<file path="config.mk">
export PLATFORM = sky130hd
export DESIGN_NAME = iommu_fq_top
export DESIGN_NICKNAME = d
export VERILOG_FILES = /design/src/iommu_fq_pkg.sv /design/src/iommu_fq_top.sv /design/src/fq_mem_writer.sv /design/src/fq_handler.sv /design/src/fq_record_builder.sv /design/src/fq_regs.sv
export SDC_FILE = /design/constraint.sdc
export NUM_CORES = 1
export LEC_CHECK = 0
export BUFFER_PORTS_ARGS = -buffer_cell sky130_fd_sc_hd__buf_2
export CAP_MARGIN = 20
export CORE_ASPECT_RATIO = 0.5
export CORE_MARGIN = 4
export CORE_UTILIZATION = 44
export DETAILED_ROUTE_END_ITERATION = 8
export HOLD_SLACK_MARGIN = 0.06
export PLACE_DENSITY_LB_ADDON = 0.08
export SLEW_MARGIN = 40
export SYNTH_ARGS = -nofsm -noshare
export SYNTH_HDL_FRONTEND = slang
export SYNTH_HIERARCHICAL = 1
export SYNTH_SLANG_ARGS = --single-unit
</file>
<file path="constraint.sdc">
create_clock -name clk_i -period 22.4 [get_ports clk_i]
set_input_delay 2.24 -clock clk_i [delete_from_list [all_inputs] [get_ports clk_i]]
set_output_delay 2.24 -clock clk_i [all_outputs]
set_load 0.05 [all_outputs]
</file>
<file path="src/iommu_fq_pkg.sv">
package iommu_fq_pkg;

    // Address and identifier widths
    localparam int PPN_W     = 44;  // Base physical page number of the queue
    localparam int PLEN      = 56;  // Physical address width
    localparam int DID_W     = 24;  // Device ID
    localparam int PID_W     = 20;  // Process ID
    localparam int CAUSE_W   = 12;  // Fault cause code
    localparam int TTYP_W    = 6;   // Transaction type
    localparam int GPA_W     = 62;  // Bits 63:2 of the guest physical address
    localparam int QSIZE_MAX = 11;  // Largest log2 size minus one, so at most 4096 entries

    localparam int BEAT_W    = 64;  // One memory write beat
    localparam int NUM_BEATS = 4;   // Beats per 32-byte record

    // Transaction types that change how a record is filled
    localparam logic [TTYP_W-1:0] TTYP_NONE           = 6'd0;
    localparam logic [TTYP_W-1:0] TTYP_UNTRANSL_READ  = 6'd1;
    localparam logic [TTYP_W-1:0] TTYP_UNTRANSL_WRITE = 6'd3;
    localparam logic [TTYP_W-1:0] TTYP_PCIE_MSG       = 6'd9;

    // Register port addresses
    localparam logic [1:0] REG_FQB   = 2'd0;
    localparam logic [1:0] REG_FQH   = 2'd1;
    localparam logic [1:0] REG_FQT   = 2'd2;
    localparam logic [1:0] REG_FQCSR = 2'd3;

    // Bit positions inside fqb and fqcsr
    localparam int FQB_PPN_LSB = 10;  // PPN sits at fqb[53:10], log2 size minus one at fqb[4:0]
    localparam int CSR_EN      = 0;
    localparam int CSR_IE      = 1;
    localparam int CSR_MF      = 8;
    localparam int CSR_OF      = 9;
    localparam int CSR_ON      = 16;
    localparam int CSR_BUSY    = 17;

    // Record fields, listed from the most significant bit down
    typedef struct packed {
        logic [BEAT_W-1:0]  iotval2;   // Bytes 31:24
        logic [BEAT_W-1:0]  iotval;    // Bytes 23:16
        logic [BEAT_W-1:0]  reserved;  // Bytes 15:8
        logic [DID_W-1:0]   did;
        logic [TTYP_W-1:0]  ttyp;
        logic               priv;
        logic               pv;
        logic [PID_W-1:0]   pid;
        logic [CAUSE_W-1:0] cause;     // Lowest bits of beat 0
    } fq_record_fields_t;

    // The builder fills named fields and the writer walks the same word beat by beat
    typedef union packed {
        fq_record_fields_t                   fields;
        logic [NUM_BEATS-1:0][BEAT_W-1:0]    beat;    // Beat 0 goes to the lowest address
    } fq_record_u;

    // Fault event as raised by the translation logic
    typedef struct packed {
        logic [TTYP_W-1:0]  ttyp;
        logic [CAUSE_W-1:0] cause;
        logic [63:0]        iova;
        logic [GPA_W-1:0]   gpa;
        logic [DID_W-1:0]   did;
        logic               pv;
        logic [PID_W-1:0]   pid;
        logic               priv;      // Supervisor privilege of the transaction
        logic               guest_pf;  // Event is a guest page fault
        logic               implicit;  // Guest fault came from an implicit first-stage access
    } fq_event_t;

    typedef struct packed {
        logic              req;
        logic [PLEN-1:0]   addr;
        logic [BEAT_W-1:0] wdata;
    } fq_mem_req_t;

    typedef struct packed {
        logic gnt;
        logic err;  // Only meaningful together with gnt
    } fq_mem_rsp_t;

    // Register state seen by the queue handler
    typedef struct packed {
        logic [PPN_W-1:0] base_ppn;
        logic [4:0]       size;      // Log2 of the entry count minus one
        logic [31:0]      head;
        logic             en;
        logic             ie;
        logic             mf;
        logic             of;
    } fq_ctrl_t;

endpackage
</file>
<file path="src/iommu_fq_top.sv">
module iommu_fq_top (
    input  logic                      clk_i,
    input  logic                      rst_ni,

    // Software register port
    input  logic                      reg_we_i,
    input  logic [1:0]                reg_addr_i,
    input  logic [63:0]               reg_wdata_i,
    output logic [63:0]               reg_rdata_o,

    // Fault events from translation
    input  logic                      event_valid_i,
    input  iommu_fq_pkg::fq_event_t   event_i,

    // Memory port
    output iommu_fq_pkg::fq_mem_req_t mem_req_o,
    input  iommu_fq_pkg::fq_mem_rsp_t mem_rsp_i,

    output logic                      fq_ip_o  // Fault-pending interrupt
);
    import iommu_fq_pkg::*;

    fq_ctrl_t        ctrl;
    fq_record_u      record;      // Builder output for the event on the bus
    fq_record_u      wr_record;
    logic [31:0]     tail;
    logic            on;
    logic            busy;
    logic            set_mf;
    logic            set_of;
    logic            clear;
    logic            wr_start;
    logic [PLEN-1:0] wr_addr;
    logic            wr_done;
    logic            wr_err;

    fq_regs u_fq_regs (
        .clk_i, .rst_ni, .reg_we_i, .reg_addr_i, .reg_wdata_i, .reg_rdata_o,
        .tail_i(tail), .on_i(on), .busy_i(busy), .set_mf_i(set_mf),
        .set_of_i(set_of), .clear_i(clear), .ctrl_o(ctrl)
    );

    fq_record_builder u_fq_record_builder (.event_i, .record_o(record));

    fq_handler u_fq_handler (
        .clk_i, .rst_ni, .ctrl_i(ctrl), .event_valid_i, .record_i(record),
        .tail_o(tail), .on_o(on), .busy_o(busy), .set_mf_o(set_mf), .set_of_o(set_of),
        .clear_o(clear), .ip_o(fq_ip_o), .wr_start_o(wr_start), .wr_addr_o(wr_addr),
        .wr_record_o(wr_record), .wr_done_i(wr_done), .wr_err_i(wr_err)
    );

    fq_mem_writer u_fq_mem_writer (
        .clk_i, .rst_ni, .start_i(wr_start), .addr_i(wr_addr), .record_i(wr_record),
        .mem_req_o, .mem_rsp_i, .done_o(wr_done), .err_o(wr_err)
    );

endmodule

</file>
<file path="src/fq_mem_writer.sv">
module fq_mem_writer (
    input  logic                          clk_i,
    input  logic                          rst_ni,

    input  logic                          start_i,   // Latch a record and begin the beats
    input  logic [iommu_fq_pkg::PLEN-1:0] addr_i,    // Slot address of beat 0
    input  iommu_fq_pkg::fq_record_u      record_i,

    output iommu_fq_pkg::fq_mem_req_t     mem_req_o,
    input  iommu_fq_pkg::fq_mem_rsp_t     mem_rsp_i,

    output logic                          done_o,    // Last beat granted without error
    output logic                          err_o      // A granted beat reported an error
);
    import iommu_fq_pkg::*;

    logic             busy_q;
    logic [1:0]       beat_q;
    fq_record_u       record_q;
    logic [PLEN-1:0]  addr_q;
    logic             beat_ok;  // Current beat accepted by memory
    logic             last_beat;

    assign last_beat = (beat_q == 2'(NUM_BEATS - 1));
    assign beat_ok   = busy_q && mem_rsp_i.gnt;

    // Request holds steady until granted since beat_q only moves on gnt
    assign mem_req_o.req   = busy_q;
    assign mem_req_o.addr  = addr_q + PLEN'({beat_q, 3'b000});  // 8 bytes per beat
    assign mem_req_o.wdata = record_q.beat[beat_q];

    assign err_o  = beat_ok && mem_rsp_i.err;
    assign done_o = beat_ok && !mem_rsp_i.err && last_beat;

    always_ff @(posedge clk_i or negedge rst_ni) begin
        if (!rst_ni) begin
            busy_q <= 1'b0;
            beat_q <= '0;
        end else if (start_i) begin
            busy_q <= 1'b1;
            beat_q <= '0;
        end else if (err_o || done_o) begin
            busy_q <= 1'b0;  // Stop at the first error and send nothing more
            beat_q <= '0;
        end else if (beat_ok) begin
            beat_q <= beat_q + 2'd1;
        end
    end

    // Payload is captured once per record
    always_ff @(posedge clk_i) begin
        if (start_i) begin
            record_q <= record_i;
            addr_q   <= addr_i;
        end
    end

endmodule

</file>
<file path="src/fq_handler.sv">
module fq_handler (
    input  logic                          clk_i,
    input  logic                          rst_ni,

    input  iommu_fq_pkg::fq_ctrl_t        ctrl_i,

    // Event path
    input  logic                          event_valid_i,
    input  iommu_fq_pkg::fq_record_u      record_i,      // Formatted record of the current event

    // Status back to the registers
    output logic [31:0]                   tail_o,
    output logic                          on_o,
    output logic                          busy_o,
    output logic                          set_mf_o,
    output logic                          set_of_o,
    output logic                          clear_o,       // Pulses on the rising edge of enable
    output logic                          ip_o,

    // Memory writer control
    output logic                          wr_start_o,
    output logic [iommu_fq_pkg::PLEN-1:0] wr_addr_o,
    output iommu_fq_pkg::fq_record_u      wr_record_o,
    input  logic                          wr_done_i,
    input  logic                          wr_err_i
);
    import iommu_fq_pkg::*;

    typedef enum logic [1:0] {
        IDLE,
        WRITE,
        ERROR
    } state_e;

    state_e      state_q, state_d;
    logic        en_q;        // Enable as last followed by the handler
    logic [31:0] tail_q, tail_d;
    logic        ip_q, ip_d;

    logic [4:0]  size_eff;
    logic [31:0] idx_mask;    // Index bits that fit in the queue
    logic        full;
    logic        accept;

    // Queues beyond 4096 entries are treated as 4096
    assign size_eff = (ctrl_i.size > 5'(QSIZE_MAX)) ? 5'(QSIZE_MAX) : ctrl_i.size;
    assign idx_mask = ~({32{1'b1}} << (size_eff + 5'd1));

    // One slot stays empty so that head equal to tail means empty
    assign full = (tail_q == ((ctrl_i.head - 32'd1) & idx_mask));

    // Events are only taken once the enable has settled
    assign accept = (state_q == IDLE) && event_valid_i && ctrl_i.en && en_q;

    assign busy_o  = (ctrl_i.en != en_q);
    assign on_o    = en_q;
    assign clear_o = ctrl_i.en && !en_q;
    assign tail_o  = tail_q;

    // Slot is base plus 32 bytes per entry
    assign wr_addr_o   = PLEN'({ctrl_i.base_ppn, 12'h000}) | PLEN'({tail_q & idx_mask, 5'b0});
    assign wr_record_o = record_i;  // Writer captures it on wr_start

    // Pending level holds for the whole error stop
    assign ip_o = ip_q || ((state_q == ERROR) && ctrl_i.ie);

    always_comb begin
        state_d    = state_q;
        tail_d     = tail_q;
        ip_d       = 1'b0;
        set_mf_o   = 1'b0;
        set_of_o   = 1'b0;
        wr_start_o = 1'b0;

        case (state_q)
            IDLE: begin
                if (clear_o) begin
                    tail_d = '0;  // Fresh queue starts at slot 0
                end else if (accept) begin
                    if (full) begin
                        set_of_o = 1'b1;  // Drop the event and stop recording
                        state_d  = ERROR;
                    end else begin
                        wr_start_o = 1'b1;
                        state_d    = WRITE;
                    end
                end
            end
            WRITE: begin
                if (wr_err_i) begin
                    set_mf_o = 1'b1;  // Tail stays on the failed slot
                    state_d  = ERROR;
                end else if (wr_done_i) begin
                    tail_d  = (tail_q + 32'd1) & idx_mask;
                    ip_d    = ctrl_i.ie;
                    state_d = IDLE;
                end
            end
            ERROR: begin
                if (clear_o) begin
                    tail_d = '0;
                end
                // Wait for software to clear both flags
                if (!ctrl_i.mf && !ctrl_i.of) begin
                    state_d = IDLE;
                end
            end
            default: state_d = IDLE;
        endcase
    end

    always_ff @(posedge clk_i or negedge rst_ni) begin
        if (!rst_ni) begin
            state_q <= IDLE;
            en_q    <= 1'b0;
            tail_q  <= '0;
            ip_q    <= 1'b0;
        end else begin
            state_q <= state_d;
            tail_q  <= tail_d;
            ip_q    <= ip_d;
            if (state_q != WRITE) begin
                en_q <= ctrl_i.en;  // No enable change while a record is in flight
            end
        end
    end

endmodule

</file>
<file path="src/fq_record_builder.sv">
module fq_record_builder (
    input  iommu_fq_pkg::fq_event_t  event_i,
    output iommu_fq_pkg::fq_record_u record_o
);
    import iommu_fq_pkg::*;

    logic has_ttyp;   // Event belongs to a real transaction
    logic has_iova;   // Transaction carries an address worth reporting
    logic pid_valid;

    assign has_ttyp  = (event_i.ttyp != TTYP_NONE);
    assign has_iova  = has_ttyp && (event_i.ttyp != TTYP_PCIE_MSG);  // Messages have no address
    assign pid_valid = has_ttyp && event_i.pv;

    always_comb begin
        record_o = '0;  // Reserved bytes and unreported fields stay zero

        // Cause and type are always reported
        record_o.fields.cause = event_i.cause;
        record_o.fields.ttyp  = event_i.ttyp;

        // Device and process identity only exist for a real transaction
        if (has_ttyp) begin
            record_o.fields.did = event_i.did;
            record_o.fields.pv  = event_i.pv;
        end

        // PID and privilege are only meaningful with a valid process ID
        if (pid_valid) begin
            record_o.fields.pid  = event_i.pid;
            record_o.fields.priv = event_i.priv;
        end

        if (has_iova) begin
            record_o.fields.iotval = event_i.iova;
        end

        // A guest page fault reports GPA bits 63:2 in place
        // Bit 1 stays 0 as A/D updates are not implemented
        if (event_i.guest_pf) begin
            record_o.fields.iotval2 = {event_i.gpa, 1'b0, event_i.implicit};
        end
    end

endmodule

</file>
<file path="src/fq_regs.sv">
module fq_regs (
    input  logic                   clk_i,
    input  logic                   rst_ni,

    // Software register port
    input  logic                   reg_we_i,
    input  logic [1:0]             reg_addr_i,
    input  logic [63:0]            reg_wdata_i,
    output logic [63:0]            reg_rdata_o,

    // Status from the handler
    input  logic [31:0]            tail_i,
    input  logic                   on_i,
    input  logic                   busy_i,
    input  logic                   set_mf_i,  // Memory fault seen on a record write
    input  logic                   set_of_i,  // Event arrived with the queue full
    input  logic                   clear_i,   // Queue was just enabled

    output iommu_fq_pkg::fq_ctrl_t ctrl_o
);
    import iommu_fq_pkg::*;

    logic [PPN_W-1:0] base_ppn_q;
    logic [4:0]       size_q;
    logic [31:0]      head_q;
    logic             en_q;
    logic             ie_q;
    logic             mf_q;
    logic             of_q;

    logic             wr_fqb;
    logic             wr_fqh;
    logic             wr_csr;

    // fqb may only move while the queue is fully off
    assign wr_fqb = reg_we_i && (reg_addr_i == REG_FQB) && !on_i && !busy_i;
    assign wr_fqh = reg_we_i && (reg_addr_i == REG_FQH);
    assign wr_csr = reg_we_i && (reg_addr_i == REG_FQCSR);

    always_ff @(posedge clk_i or negedge rst_ni) begin
        if (!rst_ni) begin
            base_ppn_q <= '0;
            size_q     <= '0;
            head_q     <= '0;
            en_q       <= 1'b0;
            ie_q       <= 1'b0;
        end else begin
            if (wr_fqb) begin
                base_ppn_q <= reg_wdata_i[FQB_PPN_LSB +: PPN_W];
                size_q     <= reg_wdata_i[4:0];
            end
            if (wr_fqh) begin
                head_q <= reg_wdata_i[31:0];  // Software has consumed records up to here
            end
            if (wr_csr && !busy_i) begin  // Control bits hold while a transition is pending
                en_q <= reg_wdata_i[CSR_EN];
                ie_q <= reg_wdata_i[CSR_IE];
            end
        end
    end

    // Error flags are set by the handler and cleared by writing 1
    always_ff @(posedge clk_i or negedge rst_ni) begin
        if (!rst_ni) begin
            mf_q <= 1'b0;
            of_q <= 1'b0;
        end else if (clear_i) begin
            mf_q <= 1'b0;  // A fresh enable starts with no errors
            of_q <= 1'b0;
        end else begin
            if (set_mf_i) begin
                mf_q <= 1'b1;  // A new fault wins over a clear in the same cycle
            end else if (wr_csr && reg_wdata_i[CSR_MF]) begin
                mf_q <= 1'b0;
            end
            if (set_of_i) begin
                of_q <= 1'b1;
            end else if (wr_csr && reg_wdata_i[CSR_OF]) begin
                of_q <= 1'b0;
            end
        end
    end

    always_comb begin
        reg_rdata_o = '0;
        case (reg_addr_i)
            REG_FQB: begin
                reg_rdata_o[FQB_PPN_LSB +: PPN_W] = base_ppn_q;
                reg_rdata_o[4:0]                  = size_q;
            end
            REG_FQH:   reg_rdata_o[31:0] = head_q;
            REG_FQT:   reg_rdata_o[31:0] = tail_i;  // Tail is owned by the handler
            default: begin
                reg_rdata_o[CSR_EN]   = en_q;
                reg_rdata_o[CSR_IE]   = ie_q;
                reg_rdata_o[CSR_MF]   = mf_q;
                reg_rdata_o[CSR_OF]   = of_q;
                reg_rdata_o[CSR_ON]   = on_i;
                reg_rdata_o[CSR_BUSY] = busy_i;
            end
        endcase
    end

    assign ctrl_o = '{base_ppn: base_ppn_q, size: size_q, head: head_q,
                      en: en_q, ie: ie_q, mf: mf_q, of: of_q};

endmodule

</file>
==> flow_metrics.tcl <==
set metrics [dict create \
    drtPass1Iterations 5 \
    crit_arrival_ps 4050 \
    worstPathMaxFanout 33 \
    rows 58 \
    initial_utilization_pct 45.15 \
    hold_viol 0 \
    wl_met3_um 2739 \
    core_region_area_um2 51020 \
    setup_viol_count_final 0 \
    fin_setup_tns_ps 0 \
    gp_congestion 0.8317 \
    slew_headroom_pct 44.37 \
    viasPerCell 5.180 \
    maxSlewViolCount 0 \
    synth.distinct_cells 81 \
    synth_seq_cells 435 \
    timing.final.crit_period_ps 6289 \
    required_ps 20160 \
    cts_sinks 435 \
    numPortBuffers 429 \
    yosysTopAreaCell "edfxtp_1" \
    die_area_um2 56300 \
    top_layer "met5" \
    yosys-top-cells-area "edfxtp_1, dfrtp_1, buf_4" \
    syn_area_per_cell_um2 12.90 \
    synth_top_area_share_pct 40.67 \
    slowest_stage "dfrtp_4" \
    p_comb_share_pct 17.9 \
    fmax_ghz 0.1590 \
    grt_antenna_before_repair 8 \
    synth-edff-count 312 \
    synthTopCellsByCount "buf_4, edfxtp_1, dfrtp_1" \
    nNetsFinal 2146 \
    cts_setup_buffers 0 \
    grt_max_degree 97 \
    outcome "finished clean" \
    die_y_um 169.8 \
    pin_count 450 \
    drtIter0Drc 1028 \
    post_cts_resized 0 \
    cp_slowest_stage_delay_ps 760 \
    first_global_vias 13770 \
    vias 13440 \
    power.share.sequential_pct 47.9 \
    layout-drive-gt1-share_pct 36.28 \
    async_flop_share_pct 28.28 \
    fin_worst_skew_ps 12.17 \
    grtUsageTotal_pct 19.49 \
    wl_per_cell_um 21.54 \
    cap_violations 0 \
    crit_path_end_kind "output pin" \
    ant_nets 0 \
    critPathLaunchType "flip-flop" \
    synth_flop_cell "edfxtp_1" \
    crit_type "flip-flop to output pin" \
    clkLatencyLatePin_ps 560 \
    path_cells "inv_1, fa_1, nand4b_1, nor3_2, and4_1, nand4_1, xnor2_1, buf_2" \
    internal-power_mw 1.477 \
    grt_overflow_total 0 \
    wl_met2_um 29170 \
    ys_warn_count 6 \
    met1_length_um 22410 \
    rsz0062_at_grt "no" \
    p_leak_nw 9.500 \
    synth_seq_area_share_pct 54.03 \
    cts_root_buf "clkbuf_16" \
    p_per_area_nw_per_um2 84.62 \
    vdd_drop_max_uv 54.33 \
    power_mw 2.081 \
    ctsHoldBuffers 0 \
    cts_tree "done" \
    cts_made_buffers 41 \
    clk_pin_slew_ps 60 \
    clockPowerShare_pct 34.2 \
    clk_path_buf_depth 3 \
    post-dp-hpwl_um 37960 \
    cts-htree-levels 2 \
    synthToLayoutAreaGrowth_pct 6.757 \
    syn_inst 1786 \
    netlist_area_um2 23040 \
    p_sw_uw 603.6 \
    wirelength_um 55890 \
    min_path_type "flip-flop to flip-flop" \
    detail_route.drc_violations 0 \
    post-route-period-util_pct 28.08 \
    synth_most_common_cell "buf_4" \
    grt_pass1_wl_um 84780 \
    swShare_pct 29.01 \
    tightest_slew_ps 834.5 \
    die_w_um 331.6 \
]
[layer usage]
| layer | GRT usage, % | vias to the layer above |
|---|---|---|
| met2 | 34.81 | 364 |
| li1 | - | 6203 |
| met4 | 6.038 | 2 |
| met5 | 0 | - |
| met1 | 24.17 | 6791 |
| met3 | 3.777 | 83 |
[kinds of logic (layout without fill, tap and decap cells)]
group,Yosys count,in the layout,synth area share (%)
compound gates,238,238,7.658
fa+ha+maj,16,16,0.9016
mux,154,154,10.62
xor+xnor,64,64,2.499
buf+inv,515,550,15.11
flops,435,435,54.03
other cells,3,87,0.04888
simple gates,361,361,9.136
[worst paths after layout]
check / to / depth (start not counted) / from / slack, ps
worst max-delay path: mem_req_o[111] / 8 / u_fq_mem_writer/beat_q[1]$_DFFE_PN0P_ / 16110
max in group asynchronous: u_fq_regs/base_ppn_q[20]$_DFFE_PN0P_ / 2 / rst_ni / 19710
worst max register to register: u_fq_mem_writer/record_q[62]$_DFFE_PP_ / 16 / u_fq_regs/size_q[2]$_DFFE_PN0P_ / 16940
min in group asynchronous: u_fq_regs/head_q[6]$_DFFE_PN0P_ / 1 / rst_ni / 1640
worst min-delay path: u_fq_mem_writer/addr_q[52]$_DFFE_PP_ / 0 / u_fq_regs/base_ppn_q[40]$_DFFE_PN0P_ / 460
worst min register to register: u_fq_mem_writer/addr_q[52]$_DFFE_PP_ / 0 / u_fq_regs/base_ppn_q[40]$_DFFE_PN0P_ / 460
[sequential cells by signal, summed over array words and instances, names as in the netlist, 2 cells and up]
| register | flops |
|---|---|
| u_fq_handler/tail_o | 31 |
| u_fq_mem_writer/record_q | 256 |
| u_fq_regs/size_q | 5 |
| u_fq_mem_writer/addr_q | 56 |
| u_fq_mem_writer/beat_q | 2 |
| u_fq_regs/head_q | 32 |
| u_fq_handler/state_q | 2 |
| u_fq_regs/base_ppn_q | 44 |
[layout make-up]
type | instances | area (µm²)
well taps | 690 | 863.3
multi-input cells | 914 | 7446
clock buffers | 54 | 1159
clock inverters | 22 | 186.4
diodes | 6 | 15.01
inverters | 23 | 86.33
repair buffers | 451 | 2382
flip-flops and latches | 435 | 12450
fillers | 4603 | 26420
[critical path, delay by kind of cell (launching register included)]
family,cells,cell delay (ps)
fa+ha+maj,1,500
flops,1,760
xor+xnor,1,230
buf+inv,2,440
simple gates,4,1560
[cells in the final DEF, fill, tap and decap left out, types with 7 or more instances in the layout]
| master | count |
|---|---|
| a21boi_0 | 82 |
| o21ai_0 | 18 |
| nor4_1 | 9 |
| buf_2 | 428 |
| mux2_2 | 73 |
| and3_1 | 14 |
| nand3_1 | 33 |
| clkbuf_16 | 44 |
| nor2_1 | 51 |
| inv_1 | 22 |
| a21oi_1 | 32 |
| clkinv_2 | 7 |
| xnor2_1 | 47 |
| mux2_1 | 10 |
| nand4_1 | 18 |
| o31ai_1 | 10 |
| mux4_2 | 64 |
| a21boi_1 | 8 |
| and2_1 | 105 |
| nand2b_1 | 7 |
| a21o_1 | 9 |
| mux2i_1 | 7 |
| xor2_1 | 15 |
| edfxtp_1 | 312 |
| a22oi_1 | 7 |
| clkinv_1 | 9 |
| nand2_1 | 57 |
| clkbuf_1 | 8 |
| conb_1 | 81 |
| dfrtp_1 | 121 |
| nor2b_1 | 9 |
| a222oi_1 | 27 |
| ha_1 | 13 |
| buf_4 | 15 |
[stage by stage]
stage | util (%) | hold WS (ps) | instance area, µm² | std cells | setup slack (ps)
after floorplan | - | 476.2 | 23330 | 1864 | 5639
after global placement | 45.39 | 446.8 | 23150 | 2510 | 16230
after detailed placement | 45.49 | 447.6 | 23210 | 2512 | 16260
after CTS | 48.13 | 463.4 | 24550 | 2588 | 15640
after global routing | 48.20 | 478.6 | 24590 | 2595 | 15850
final | 48.20 | 459.2 | 24590 | 2595 | 16110
[power groups by stage]
stage	clock, mW	sequential [mW]	combinational (mW)
2_1_floorplan	0	0.985	0.344
3_3_place_gp	0	1.01	0.366
3_5_place_dp	0	1.01	0.370
4_1_cts	0.733	0.997	0.372
5_1_grt	0.768	1.00	0.405
6_report	0.711	0.997	0.374
No activity file was read; power rests on OpenSTA's default activity.
